[src/logic/cpu_ctrl_pkg.sv]
// control types: sequencer states, memory command, register and write-back selects, control structs
package cpu_ctrl_pkg;

	typedef enum logic [5:0] {
		s_reset,
		s_if1,	// drive pc onto the bus
		s_if2,	// capture instruction
		s_update_pc,	// pc + 1 and dispatch
		s_mov_imm,
		s_load_a,
		s_load_b,
		s_calc,
		s_write,
		s_status,	// cmp only
		s_addr_calc,
		s_load_addr,
		s_mem_read,
		s_mem_wb,
		s_str_data,
		s_mem_write1,
		s_mem_write2,
		s_branch,
		s_halt
	} state_t;

	typedef enum logic [1:0] {
		cmd_none  = 2'b00,
		cmd_read  = 2'b01,
		cmd_write = 2'b10
	} mem_cmd_t;

	typedef enum logic [1:0] {
		sel_rn = 2'b00,
		sel_rd = 2'b01,
		sel_rm = 2'b10
	} reg_sel_t;

	typedef enum logic [1:0] {
		wb_c    = 2'b00,
		wb_imm8 = 2'b01,
		wb_mem  = 2'b10
	} wb_sel_t;

	typedef struct packed {
		reg_sel_t reg_sel;
		wb_sel_t  wb_sel;
		logic     write;	// register file write enable
		logic     load_a;
		logic     load_b;
		logic     load_c;
		logic     load_s;
		logic     a_zero;	// alu sees 0 instead of a
		logic     b_imm;	// alu sees sximm5 instead of shifted b
	} dp_ctrl_t;

	typedef struct packed {
		logic load_pc;
		logic reset_pc;
		logic take_branch;
		logic addr_pc;	// bus address from pc, else data address
		logic load_addr;
	} addr_ctrl_t;

	// bit order of the status flags
	localparam int flag_z = 2;
	localparam int flag_n = 1;
	localparam int flag_v = 0;

endpackage

[src/logic/cpu_isa_pkg.sv]
// instruction set encoding: data types, field positions, opcode/op pairs and condition codes
package cpu_isa_pkg;

	typedef logic [15:0] word_t;
	typedef logic [2:0]  reg_num_t;
	typedef logic [7:0]  imm8_t;
	typedef logic [4:0]  imm5_t;
	typedef logic [2:0]  opcode_t;
	typedef logic [1:0]  op_t;
	typedef logic [2:0]  cond_t;

	typedef enum logic [1:0] {
		sh_none = 2'b00,
		sh_lsl  = 2'b01,	// left by one
		sh_lsr  = 2'b10,	// logical right by one
		sh_asr  = 2'b11	// arithmetic right, keeps sign
	} shift_t;

	typedef enum logic [1:0] {
		alu_add  = 2'b00,
		alu_sub  = 2'b01,
		alu_and  = 2'b10,
		alu_notb = 2'b11
	} alu_op_t;

	// bit positions inside the instruction word
	localparam int opcode_msb = 15;
	localparam int opcode_lsb = 13;
	localparam int op_msb     = 12;
	localparam int op_lsb     = 11;
	localparam int rn_msb     = 10;	// also the branch condition
	localparam int rn_lsb     = 8;
	localparam int rd_msb     = 7;
	localparam int rd_lsb     = 5;
	localparam int shift_msb  = 4;
	localparam int shift_lsb  = 3;
	localparam int rm_msb     = 2;
	localparam int rm_lsb     = 0;
	localparam int imm8_msb   = 7;
	localparam int imm5_msb   = 4;

	localparam opcode_t opc_mov    = 3'b110;
	localparam opcode_t opc_alu    = 3'b101;
	localparam opcode_t opc_ldr    = 3'b011;
	localparam opcode_t opc_str    = 3'b100;
	localparam opcode_t opc_halt   = 3'b111;
	localparam opcode_t opc_branch = 3'b001;

	// {opcode, op} pairs used for dispatch
	localparam logic [4:0] instr_mov_imm = {opc_mov, 2'b10};
	localparam logic [4:0] instr_mov_reg = {opc_mov, 2'b00};
	localparam logic [4:0] instr_add     = {opc_alu, 2'b00};
	localparam logic [4:0] instr_cmp     = {opc_alu, 2'b01};
	localparam logic [4:0] instr_and     = {opc_alu, 2'b10};
	localparam logic [4:0] instr_mvn     = {opc_alu, 2'b11};
	localparam logic [4:0] instr_ldr     = {opc_ldr, 2'b00};
	localparam logic [4:0] instr_str     = {opc_str, 2'b00};
	localparam logic [4:0] instr_halt    = {opc_halt, 2'b00};
	localparam logic [4:0] instr_branch  = {opc_branch, 2'b00};

	localparam cond_t cond_al = 3'b000;
	localparam cond_t cond_eq = 3'b001;
	localparam cond_t cond_ne = 3'b010;
	localparam cond_t cond_lt = 3'b011;
	localparam cond_t cond_le = 3'b100;

endpackage

[src/logic/control_fsm.sv]
// instruction sequencer: fetch, dispatch and per-step control of the datapath and memory port
`timescale 1ns/1ps

module control_fsm import cpu_isa_pkg::*, cpu_ctrl_pkg::*; (
	input  logic       clk,
	input  logic       reset,
	input  opcode_t    opcode,
	input  op_t        op,
	input  cond_t      cond,
	input  logic [2:0] flags,
	output dp_ctrl_t   dp_ctrl,
	output addr_ctrl_t addr_ctrl,
	output logic       load_ir,
	output mem_cmd_t   mem_cmd,
	output logic       halt
);

	localparam dp_ctrl_t dp_idle = '{reg_sel: sel_rn, wb_sel: wb_c, default: 1'b0};

	state_t state;
	state_t next_state;
	logic   cond_true;

	always_ff @(posedge clk) begin
		if (reset) begin
			state <= s_reset;
		end else begin
			state <= next_state;
		end
	end

	always_comb begin
		case (cond)
			cond_al: cond_true = 1'b1;
			cond_eq: cond_true = flags[flag_z];
			cond_ne: cond_true = ~flags[flag_z];
			cond_lt: cond_true = flags[flag_n] ^ flags[flag_v];
			cond_le: cond_true = (flags[flag_n] ^ flags[flag_v]) | flags[flag_z];
			default: cond_true = 1'b0;	// unused codes never branch
		endcase
	end

	always_comb begin
		next_state = state;
		dp_ctrl = dp_idle;
		addr_ctrl = '0;
		load_ir = 1'b0;
		mem_cmd = cmd_none;
		case (state)
			s_reset: begin
				addr_ctrl.reset_pc = 1'b1;
				addr_ctrl.load_pc = 1'b1;
				next_state = s_if1;
			end
			s_if1: begin
				addr_ctrl.addr_pc = 1'b1;
				mem_cmd = cmd_read;
				next_state = s_if2;
			end
			s_if2: begin
				addr_ctrl.addr_pc = 1'b1;
				mem_cmd = cmd_read;
				load_ir = 1'b1;
				next_state = s_update_pc;
			end
			s_update_pc: begin
				addr_ctrl.load_pc = 1'b1;	// pc + 1
				case ({opcode, op})
					instr_mov_imm: next_state = s_mov_imm;
					instr_mov_reg, instr_mvn: next_state = s_load_b;
					instr_add, instr_and, instr_cmp: next_state = s_load_a;
					instr_ldr, instr_str: next_state = s_load_a;
					instr_branch: next_state = s_branch;
					instr_halt: next_state = s_halt;
					default: next_state = s_if1;	// unknown encoding is a no-op
				endcase
			end
			s_mov_imm: begin
				dp_ctrl.reg_sel = sel_rn;
				dp_ctrl.wb_sel = wb_imm8;
				dp_ctrl.write = 1'b1;
				next_state = s_if1;
			end
			s_load_a: begin
				dp_ctrl.reg_sel = sel_rn;
				dp_ctrl.load_a = 1'b1;
				if (opcode == opc_ldr || opcode == opc_str) begin
					next_state = s_addr_calc;
				end else begin
					next_state = s_load_b;
				end
			end
			s_load_b: begin
				dp_ctrl.reg_sel = sel_rm;
				dp_ctrl.load_b = 1'b1;
				next_state = ({opcode, op} == instr_cmp) ? s_status : s_calc;
			end
			s_calc: begin
				dp_ctrl.load_c = 1'b1;
				dp_ctrl.a_zero = (opcode == opc_mov);	// mov rd, rm is 0 + shifted rm
				next_state = s_write;
			end
			s_write: begin
				dp_ctrl.reg_sel = sel_rd;
				dp_ctrl.wb_sel = wb_c;
				dp_ctrl.write = 1'b1;
				next_state = s_if1;
			end
			s_status: begin
				dp_ctrl.load_s = 1'b1;
				next_state = s_if1;
			end
			s_addr_calc: begin
				dp_ctrl.b_imm = 1'b1;	// rn + sximm5
				dp_ctrl.load_c = 1'b1;
				next_state = s_load_addr;
			end
			s_load_addr: begin
				addr_ctrl.load_addr = 1'b1;
				dp_ctrl.reg_sel = sel_rd;	// store data, ignored by ldr
				dp_ctrl.load_b = 1'b1;
				next_state = (opcode == opc_str) ? s_str_data : s_mem_read;
			end
			s_mem_read: begin
				mem_cmd = cmd_read;
				next_state = s_mem_wb;
			end
			s_mem_wb: begin
				mem_cmd = cmd_read;
				dp_ctrl.reg_sel = sel_rd;
				dp_ctrl.wb_sel = wb_mem;
				dp_ctrl.write = 1'b1;
				next_state = s_if1;
			end
			s_str_data: begin
				dp_ctrl.a_zero = 1'b1;	// c = rd
				dp_ctrl.load_c = 1'b1;
				next_state = s_mem_write1;
			end
			s_mem_write1: begin
				mem_cmd = cmd_write;
				next_state = s_mem_write2;
			end
			s_mem_write2: begin
				mem_cmd = cmd_write;
				next_state = s_if1;
			end
			s_branch: begin
				addr_ctrl.take_branch = cond_true;
				addr_ctrl.load_pc = cond_true;
				next_state = s_if1;
			end
			s_halt: begin
				addr_ctrl.reset_pc = 1'b1;	// park pc at 0 until reset
				addr_ctrl.load_pc = 1'b1;
			end
			default: next_state = s_reset;
		endcase
	end

	assign halt = (state == s_halt);

endmodule

[src/logic/cpu.sv]
// processor top level: sequencer, program counter, decoder, register file and execute unit
`timescale 1ns/1ps

module cpu import cpu_isa_pkg::*, cpu_ctrl_pkg::*; #(
	parameter int addr_width = 9
) (
	input  logic                  clk,
	input  logic                  reset,
	input  word_t                 read_data,
	output mem_cmd_t              mem_cmd,
	output logic [addr_width-1:0] mem_addr,
	output word_t                 datapath_out,
	output logic                  halt
);

	dp_ctrl_t   dp_ctrl;
	addr_ctrl_t addr_ctrl;
	logic       load_ir;
	opcode_t    opcode;
	op_t        op;
	cond_t      cond;
	shift_t     shift;
	reg_num_t   reg_num;
	word_t      sximm5;
	word_t      sximm8;
	word_t      read_value;
	logic [2:0] flags;

	control_fsm fsm_i (
		.clk       (clk),
		.reset     (reset),
		.opcode    (opcode),
		.op        (op),
		.cond      (cond),
		.flags     (flags),
		.dp_ctrl   (dp_ctrl),
		.addr_ctrl (addr_ctrl),
		.load_ir   (load_ir),
		.mem_cmd   (mem_cmd),
		.halt      (halt)
	);

	program_counter #(.addr_width(addr_width)) pc_i (
		.clk          (clk),
		.addr_ctrl    (addr_ctrl),
		.offset       (sximm8),	// branch displacement
		.data_addr_in (datapath_out),
		.mem_addr     (mem_addr),
		.pc_value     ()
	);

	instr_decoder dec_i (
		.clk       (clk),
		.load_ir   (load_ir),
		.read_data (read_data),
		.reg_sel   (dp_ctrl.reg_sel),
		.opcode    (opcode),
		.op        (op),
		.cond      (cond),
		.shift     (shift),
		.reg_num   (reg_num),
		.sximm5    (sximm5),
		.sximm8    (sximm8)
	);

	register_file rf_i (
		.clk        (clk),
		.dp_ctrl    (dp_ctrl),
		.reg_num    (reg_num),
		.c_value    (datapath_out),
		.sximm8     (sximm8),
		.mem_data   (read_data),
		.read_value (read_value)
	);

	execute_unit ex_i (
		.clk        (clk),
		.dp_ctrl    (dp_ctrl),
		.read_value (read_value),
		.shift      (shift),
		.alu_op     (alu_op_t'(op)),	// op field selects the alu operation
		.sximm5     (sximm5),
		.result     (datapath_out),
		.flags      (flags)
	);

endmodule

[src/logic/execute_unit.sv]
// operand registers, shifter, alu, result register and status flags
`timescale 1ns/1ps

module execute_unit import cpu_isa_pkg::*, cpu_ctrl_pkg::*; (
	input  logic       clk,
	input  dp_ctrl_t   dp_ctrl,
	input  word_t      read_value,
	input  shift_t     shift,
	input  alu_op_t    alu_op,
	input  word_t      sximm5,
	output word_t      result,
	output logic [2:0] flags
);

	word_t      a_reg;
	word_t      b_reg;
	word_t      c_reg;
	word_t      b_shifted;
	word_t      alu_a;
	word_t      alu_b;
	word_t      alu_out;
	logic [2:0] status;

	always_ff @(posedge clk) begin
		if (dp_ctrl.load_a) begin
			a_reg <= read_value;
		end
		if (dp_ctrl.load_b) begin
			b_reg <= read_value;
		end
		if (dp_ctrl.load_c) begin
			c_reg <= alu_out;
		end
		if (dp_ctrl.load_s) begin
			status[flag_z] <= (alu_out == '0);
			status[flag_n] <= alu_out[15];
			// overflow of a - b, only captured in cmp
			status[flag_v] <= (alu_a[15] ^ alu_b[15]) & (alu_out[15] ^ alu_a[15]);
		end
	end

	always_comb begin
		case (shift)
			sh_lsl:  b_shifted = {b_reg[14:0], 1'b0};
			sh_lsr:  b_shifted = {1'b0, b_reg[15:1]};
			sh_asr:  b_shifted = {b_reg[15], b_reg[15:1]};
			default: b_shifted = b_reg;
		endcase
	end

	assign alu_a = dp_ctrl.a_zero ? '0 : a_reg;
	assign alu_b = dp_ctrl.b_imm ? sximm5 : b_shifted;

	always_comb begin
		case (alu_op)
			alu_add: alu_out = alu_a + alu_b;	// wraps at 16 bits
			alu_sub: alu_out = alu_a - alu_b;
			alu_and: alu_out = alu_a & alu_b;
			default: alu_out = ~alu_b;
		endcase
	end

	assign result = c_reg;
	assign flags = status;

endmodule

[src/logic/instr_decoder.sv]
// instruction register, field extraction, immediate sign extension and register number select
`timescale 1ns/1ps

module instr_decoder import cpu_isa_pkg::*, cpu_ctrl_pkg::*; (
	input  logic     clk,
	input  logic     load_ir,
	input  word_t    read_data,
	input  reg_sel_t reg_sel,
	output opcode_t  opcode,
	output op_t      op,
	output cond_t    cond,
	output shift_t   shift,
	output reg_num_t reg_num,
	output word_t    sximm5,
	output word_t    sximm8
);

	word_t    ir;
	imm8_t    imm8;
	imm5_t    imm5;
	reg_num_t rn;
	reg_num_t rd;
	reg_num_t rm;

	always_ff @(posedge clk) begin
		if (load_ir) begin
			ir <= read_data;
		end
	end

	assign opcode = ir[opcode_msb:opcode_lsb];
	assign op = ir[op_msb:op_lsb];
	assign cond = ir[rn_msb:rn_lsb];
	assign rn = ir[rn_msb:rn_lsb];
	assign rd = ir[rd_msb:rd_lsb];
	assign rm = ir[rm_msb:rm_lsb];
	assign imm8 = ir[imm8_msb:0];
	assign imm5 = ir[imm5_msb:0];

	// ldr/str carry imm5 in the shift bits
	assign shift = (opcode == opc_ldr || opcode == opc_str) ? sh_none :
		shift_t'(ir[shift_msb:shift_lsb]);

	assign sximm8 = {{8{imm8[7]}}, imm8};
	assign sximm5 = {{11{imm5[4]}}, imm5};

	// same number for read and write
	always_comb begin
		case (reg_sel)
			sel_rd:  reg_num = rd;
			sel_rm:  reg_num = rm;
			default: reg_num = rn;
		endcase
	end

endmodule

[src/logic/program_counter.sv]
// program counter, data address register and memory address select
`timescale 1ns/1ps

module program_counter import cpu_isa_pkg::*, cpu_ctrl_pkg::*; #(
	parameter int addr_width = 9
) (
	input  logic                  clk,
	input  addr_ctrl_t            addr_ctrl,
	input  word_t                 offset,
	input  word_t                 data_addr_in,
	output logic [addr_width-1:0] mem_addr,
	output logic [addr_width-1:0] pc_value
);

	logic [addr_width-1:0] next_pc;
	logic [addr_width-1:0] data_addr;

	// branch offset is relative to the already advanced pc
	always_comb begin
		if (addr_ctrl.reset_pc) begin
			next_pc = '0;
		end else if (addr_ctrl.take_branch) begin
			next_pc = pc_value + offset[addr_width-1:0];	// wraps at addr_width
		end else begin
			next_pc = pc_value + addr_width'(1);
		end
	end

	always_ff @(posedge clk) begin
		if (addr_ctrl.load_pc) begin
			pc_value <= next_pc;
		end
		if (addr_ctrl.load_addr) begin
			data_addr <= data_addr_in[addr_width-1:0];
		end
	end

	assign mem_addr = addr_ctrl.addr_pc ? pc_value : data_addr;

endmodule

[src/logic/register_file.sv]
// eight general registers with write-back source select and combinational read
`timescale 1ns/1ps

module register_file import cpu_isa_pkg::*, cpu_ctrl_pkg::*; (
	input  logic     clk,
	input  dp_ctrl_t dp_ctrl,
	input  reg_num_t reg_num,
	input  word_t    c_value,
	input  word_t    sximm8,
	input  word_t    mem_data,
	output word_t    read_value
);

	word_t regs [0:7];
	word_t wb_value;

	always_comb begin
		case (dp_ctrl.wb_sel)
			wb_imm8: wb_value = sximm8;
			wb_mem:  wb_value = mem_data;
			default: wb_value = c_value;
		endcase
	end

	always_ff @(posedge clk) begin
		if (dp_ctrl.write) begin
			regs[reg_num] <= wb_value;
		end
	end

	assign read_value = regs[reg_num];

endmodule

[config.mk]
export PLATFORM = sky130hd
export DESIGN_NAME = cpu
export DESIGN_NICKNAME = d
export VERILOG_FILES = /design/src/logic/cpu_ctrl_pkg.sv /design/src/logic/cpu_isa_pkg.sv /design/src/logic/control_fsm.sv /design/src/logic/cpu.sv /design/src/logic/execute_unit.sv /design/src/logic/instr_decoder.sv /design/src/logic/program_counter.sv /design/src/logic/register_file.sv
export SDC_FILE = /design/constraint.sdc
export NUM_CORES = 1
export LEC_CHECK = 0
export BUFFER_PORTS_ARGS = -buffer_cell sky130_fd_sc_hd__buf_2
export CAP_MARGIN = 20
export CORE_UTILIZATION = 55
export DETAILED_ROUTE_END_ITERATION = 10
export PLACE_DENSITY = 0.72
export SLEW_MARGIN = 20
export SYNTH_ARGS = -nofsm -noshare
export SYNTH_HDL_FRONTEND = slang
export SYNTH_HIERARCHICAL = 1
export SYNTH_SLANG_ARGS = --single-unit
[constraint.sdc]
create_clock -name clk -period 5.9 [get_ports clk]
set_clock_uncertainty 0.15 [all_clocks]
set_input_delay 1.18 -clock clk [delete_from_list [all_inputs] [get_ports clk]]
set_output_delay 1.18 -clock clk [all_outputs]
set_load 0.03 [all_outputs]
==> metrics.yaml, run 1 <==
ys_seq_area_share_pct: 53.63
cts_sinks: 218
clkLatencyLatePin_ns: 0.52
post_cts_resized: 0
clk_pin_slew_ns: 0.06
synth_nets: 1045
cts_buffers: 23
dpl.hpwl_um: 20280
status: "complete, no violations"
wl_um: 28520
final_cell_mix: "edfxtp_1 (213), nand2_1 (64), nor2_1 (47), buf_2 (45), o21ai_0 (42)"
grt_usage_pct: 26.04
power_leakage_nw: 4.812
fill_cells: 1638
firstDrtPassIters: 5
largest_reg_flops: 128
grt_pass1_vias: 7792
netlist_area_um2: 12110
core_area_um2: 21290
synth_seq_cells: 218
period_minus_slack_ns: 5.475
r2r_cells: 17
synth_edf_count: 213
hp-start: "ex_i/result[3]"
cp-end-kind: "flop"
gp_congestion: 0.9339
initialDrtViolationCount: 758
cts_buffer_depth: 3
drc: 0
syn_avg_cell_area_um2: 12.17
start_kind: "flop"
fp-row-count: 53
synthCells: 995
ios: 46
worst-path-stages: 17
die-width_um: 150.4
fin_tns_setup_ns: 0
rsz0062_at_grt: "false"
cp.required_ns: 6.10
area_growth_pct: 9.131
hold_path.class: "flop to flop"
ys_warn_count: 6
ys_async_sr_fraction_pct: 0
tightest_slew_ns: 1.135
hold_viol_final: 0
cpMostUsedCell: "or3_1"
cp_max_fo: 19
vias: 8160
clock-root-buffer: "clkbuf_16"
holdBufCountCts: 0
critPathBufInv: 1
max_stage_delay_ns: 0.52
ys.flop_type: "edfxtp_1"
detail-route-antenna-nets: 0
largest_register: "rf_i/regs"
max_slew_margin_pct: 23.54
overflow: 0
finalSetupViolCount: 0
num-nets-final: 1072
timing.hold.ws_ns: 0.3400
grt_max_degree: 44
vias_per_cell: 6.220
die_area_um2: 22620
initial_utilization_pct: 56.90
worstSetupStartpoint: "dec_i/ir[14]"
path_class: "flop to flop"
drv_cap: 0
drive_gt1_share_pct: 17.55
fp.dieH_um: 150.4
rr_startpoint: "dec_i/ir[14]"
grt_first_pass_wirelength_um: 44040
hold_depth: 0
cts_tree: "built"
maxSlewViolCount: 0
cp.arrival_ns: 5.67
cp_top_family: "simple AND/OR/NAND/NOR gates"
post-route-period-util_pct: 92.79
peakVddDrop_mv: 0.3402
final_common_cell: "edfxtp_1"
cp_cell_sequence: "and3b_1, nor3b_2, buf_4, mux2_4, o32ai_2, o211ai_1, o31ai_1, nand2_1, a21oi_1, xor2_1, ha_1, or3_1, or3_1, or3_1, and4_1, or4b_1, nor4_2"
diodes: 0
synth_cell_types: 93
postCtsSetupBuffers: 0
grt_antenna_before_repair: 0
max_freq_mhz: 182.7
portBuffers: 45
slowest_stage: "edfxtp_1"
htreeDepth: 1
wl_per_cell_um: 21.74
power_density_nw_per_um2: 270.9
[power breakdown]
group | internal [W] | leakage, nW | switching (W)
sequential | 0.00173 | 1.98 | 0.0000236
combinational | 0.000188 | 2.49 | 0.000282
clock | 0.000763 | 0.339 | 0.000589
total | 0.00269 | 4.81 | 0.000895
[synthesized netlist by cell type, types with 6 or more instances]
master    instances  area share (%)
a21oi_1          37             1.5
nand2b_1         29             1.5
o31ai_1           8            0.50
a211oi_1         11            0.68
mux4_1           12             2.6
o211ai_1         15            0.93
buf_6             7            0.65
inv_1            38             1.2
clkbuf_1         22            0.68
nor3_1           13            0.54
nor2b_1          41             2.1
a22oi_1          20             1.2
buf_4            27             1.7
and2_1           13            0.67
ha_1             30             3.1
or3_1            10            0.52
mux4_2            6             1.1
nor2_1           48             1.5
xnor2_1           6            0.43
o21ai_0          51             2.1
nand2_1          64             2.0
o32a_1            6            0.50
mux2_2           20             1.9
buf_2            17            0.70
edfxtp_1        213              53
a21o_1            7            0.43
o211a_1           6            0.50
or3b_2            6            0.43
nand3_1           8            0.33
nor3b_1          11            0.68
a31oi_1          13            0.67
mux2i_1          36             3.0
xor2_1           16             1.2
a211o_1          12            0.87
o21ai_1          10            0.41
[worst paths after layout]
check	to	slack, ns
max	ex_i/flags[2]	0.43
min	pc_i/data_addr[3]	0.34
max reg2reg	ex_i/flags[2]	0.43
min reg2reg	pc_i/data_addr[3]	0.34
[cell type report]
type	count	area, µm²	share of cell area (%)
Timing Repair Buffer	78	473.0	3.578
Multi-Input combinational cell	661	5056	38.25
Sequential cell	218	6496	49.14
Tap cell	275	344.1	2.603
Inverter	40	150.1	1.136
Clock buffer	26	586.8	4.439
Clock inverter	14	112.6	0.8519
[kinds of logic after synthesis]
| family | synth area share [%] |
|---|---|
| xor gates and xnor gates | 1.591 |
| buffers and inverters | 5.134 |
| adders and majority gates | 3.429 |
| AOI/OAI and AO/OA | 13.65 |
| muxes | 9.173 |
| and+or+nand+nor | 13.40 |
| DFF | 53.63 |
[layer usage]
layer | global-route usage (%) | part of all wire [%] | vias up
met5 | 0 | 0 | -
met4 | 8.030 | 2.6 | 0
met3 | 3.182 | 7.0 | 47
met2 | 42.65 | 47 | 312
met1 | 36.34 | 43 | 3961
li1 | - | - | 3840
[metrics by stage]
stage | area (µm²) | util, % | worst slack [ns] | power (W) | std cells
5_1_grt | 13220 | 62.10 | 0.04386 | 0.003702 | 1312
3_5_place_dp | 12520 | 58.81 | 0.4519 | 0.002255 | 1272
6_report | 13220 | 62.10 | 0.4251 | 0.003581 | 1312
3_3_place_gp | 12510 | 58.78 | 0.5273 | 0.002249 | 1271
4_1_cts | 13220 | 62.10 | 0.4289 | 0.003607 | 1312
2_1_floorplan | 12110 | - | 0.6491 | 0.002148 | 995
Power figures use the tool's default switching activity.
==> run 2, diff against run 1 <==
- CORE_UTILIZATION: 55 -> 45
- PLACE_DENSITY: 0.72 -> unset
==> run 2 against run 1 <==
Compared with the run above: the run now ends with design-rule violations left; setup slack worse by 0.014 ns; sequential cell count did not move; worst hold slack improved by 0.0076 ns; sequential power barely moved; maximum frequency shrank 0.26%; routed wire length is 2.9% higher; combinational power grew 2%; clock power grew 7%; power up 2.5%; core utilization decreased by 11 points; critical path type unchanged; largest cell class unchanged.
==> metrics.yaml, run 2 (synthesis gave the netlist of run 1 again) <==
core_area_um2: 26210  # was 21290 µm²
r2r_setup_slack_ns: 0.41  # was 0.43 ns
wl_per_cell_um: 21.35  # was 21.74 µm
status: "finished with violations"  # was complete, no violations
cts_buffer_depth: 3  # unchanged
path_class: "flop to flop"  # unchanged
fin_tns_setup_ns: 0  # unchanged
r2r_cells: 16  # was 17
vias: 8027  # was 8160
period_minus_slack_ns: 5.489  # was 5.475 ns
area_growth_pct: 10.45  # was 9.131%
wl_um: 29350  # was 28520 µm
final_common_cell: "edfxtp_1"  # unchanged
vias_per_cell: 5.838  # was 6.220
hp-start: "ex_i/result[3]"  # unchanged
largest_reg_flops: 128  # unchanged
rsz0062_at_grt: "false"  # unchanged
grt_antenna_before_repair: 0  # unchanged
violations: "design-rule violations"
grt_first_pass_wirelength_um: 45150  # was 44040 µm
hold_depth: 0  # unchanged
cp-end-kind: "flop"  # unchanged
hold_path.class: "flop to flop"  # unchanged
drive_gt1_share_pct: 18.08  # was 17.55%
cp_cell_sequence: "and3b_1, nor3b_2, buf_4, mux2_4, o32ai_2, a31oi_1, or4_4, o31ai_1, xor2_1, ha_1, or3_1, or3_1, or3_1, and4_1, or4b_1, nor4_2"  # was and3b_1, nor3b_2, buf_4, mux2_4, o32ai_2, o211ai_1, o31ai_1, nand2_1, a21oi_1, xor2_1, ha_1, or3_1, or3_1, or3_1, and4_1, or4b_1, nor4_2
overflow: 0  # unchanged
portBuffers: 45  # unchanged
ios: 46  # unchanged
cts_sinks: 218  # unchanged
firstDrtPassIters: 9  # was 5
final_area_um2: 13380  # was 13220 µm²
grt_max_degree: 40  # was 44
grt_usage_pct: 21.40  # was 26.04%
critPathBufInv: 1  # unchanged
die-width_um: 166.1  # was 150.4 µm
max_stage_delay_ns: 0.55  # was 0.52 ns
maxSlewViolCount: 0  # unchanged
finalSetupViolCount: 0  # unchanged
initialDrtViolationCount: 530  # was 758
power_density_nw_per_um2: 274.4  # was 270.9 nW/µm²
drv_cap: 0  # unchanged
slowest_stage: "or4_4"  # was edfxtp_1
max_freq_mhz: 182.2  # was 182.7 MHz
grt_pass1_vias: 7625  # was 7792
post-route-period-util_pct: 93.04  # was 92.79%
cp_max_fo: 19  # unchanged
cp.required_ns: 6.10  # about the same
fill_cells: 2250  # was 1638
detail-route-antenna-nets: 0  # unchanged
num-nets-final: 1076  # was 1072
dpl.hpwl_um: 21280  # was 20280 µm
clk_pin_slew_ns: 0.06  # about the same
cp.arrival_ns: 5.69  # was 5.67 ns
cpMostUsedCell: "or3_1"  # unchanged
tightest_slew_ns: 1.125  # was 1.135 ns
place_area_um2: 12610  # was 12520 µm²
cts_tree: "built"  # unchanged
clkLatencyLatePin_ns: 0.53  # was 0.52 ns
diodes: 0  # unchanged
die_area_um2: 27580  # was 22620 µm²
power_leakage_nw: 4.852  # was 4.812 nW
fp-row-count: 59  # was 53
drc: 7  # was 0
gp_congestion: 0.8483  # was 0.9339
max_slew_margin_pct: 24.21  # was 23.54%
fp.dieH_um: 166.1  # was 150.4 µm
initial_utilization_pct: 46.22  # was 56.90%
cp_top_family: "simple AND/OR/NAND/NOR gates"  # unchanged
final_cell_mix: "edfxtp_1 (213), nand2_1 (64), nor2_1 (47), buf_2 (45), nor2b_1 (41)"  # was edfxtp_1 (213), nand2_1 (64), nor2_1 (47), buf_2 (45), o21ai_0 (42)
start_kind: "flop"  # unchanged
largest_register: "rf_i/regs"  # unchanged
clock-root-buffer: "clkbuf_16"  # unchanged
cts_buffers: 24  # was 23
min_delay_worst_endpoint: "pc_i/data_addr[3]"  # unchanged
peakVddDrop_mv: 0.2916  # was 0.3402 mV
rr_startpoint: "dec_i/ir[14]"  # unchanged
htreeDepth: 1  # unchanged
hold_viol_final: 0  # unchanged
r2r-end: "ex_i/flags[2]"  # unchanged
run 2: power by group:
group          switching [W]  total (W)  internal, W
sequential         0.0000232    0.00176      0.00173
clock               0.000600    0.00144     0.000835
combinational       0.000289   0.000479     0.000190
total               0.000912    0.00367      0.00276
run 2: worst max path at each step:
stage	start	endpoint	slack [ns]	cells after the start
final	dec_i/ir[14]	ex_i/flags[2]	0.41	16
after global routing	dec_i/ir[14]	ex_i/flags[2]	0.04	16
after CTS	dec_i/ir[14]	ex_i/flags[2]	0.35	18
after detailed placement	dec_i/ir[14]	ex_i/flags[2]	0.37	18
after global placement	dec_i/ir[14]	ex_i/flags[2]	0.48	17
after floorplan	dec_i/ir[15]	ex_i/flags[2]	0.65	19
run 2: timing repair:
action                                  in CTS  in global routing
endpoints found under the hold margin        0                  0
endpoints found under the setup margin       0                  1
buffers inserted                             0                  0
hold buffers                                 0                  0
gates resized for setup                      0                  1
run 2: per-stage QoR:
| stage | setup WS (ns) | hold WS, ns | instances | utilization, % | power [W] |
|---|---|---|---|---|---|
| CTS | 0.3549 | 0.3429 | 1374 | 51.01 | 0.003694 |
| global placement | 0.4771 | 0.3380 | 1334 | 48.12 | 0.002257 |
| global route | 0.03643 | 0.3611 | 1375 | 51.05 | 0.003809 |
| finish | 0.4107 | 0.3476 | 1375 | 51.05 | 0.003672 |
| detailed placement | 0.3694 | 0.3288 | 1334 | 48.12 | 0.002263 |
| floorplan | 0.6491 | 0.4645 | 995 | - | 0.002148 |
run 2: area by class of cell:
cell class	instances	area (µm²)	share of cell area, %
sequential	218	6496	48.56
clock buffer	27	611.8	4.573
clock inverter	13	145.1	1.085
timing repair buffer	81	495.5	3.703
multi-input combinational	661	5061	37.83
inverter	40	150.1	1.122
tap	335	419.2	3.133
run 2: layer usage:
metal,vias up,GRT usage [%],wire [µm]
met2,231,36.16,13850
met5,-,0,0
met4,0,4.754,567
met3,41,2.455,1581
met1,3914,29.68,13350
li1,3841,-,-
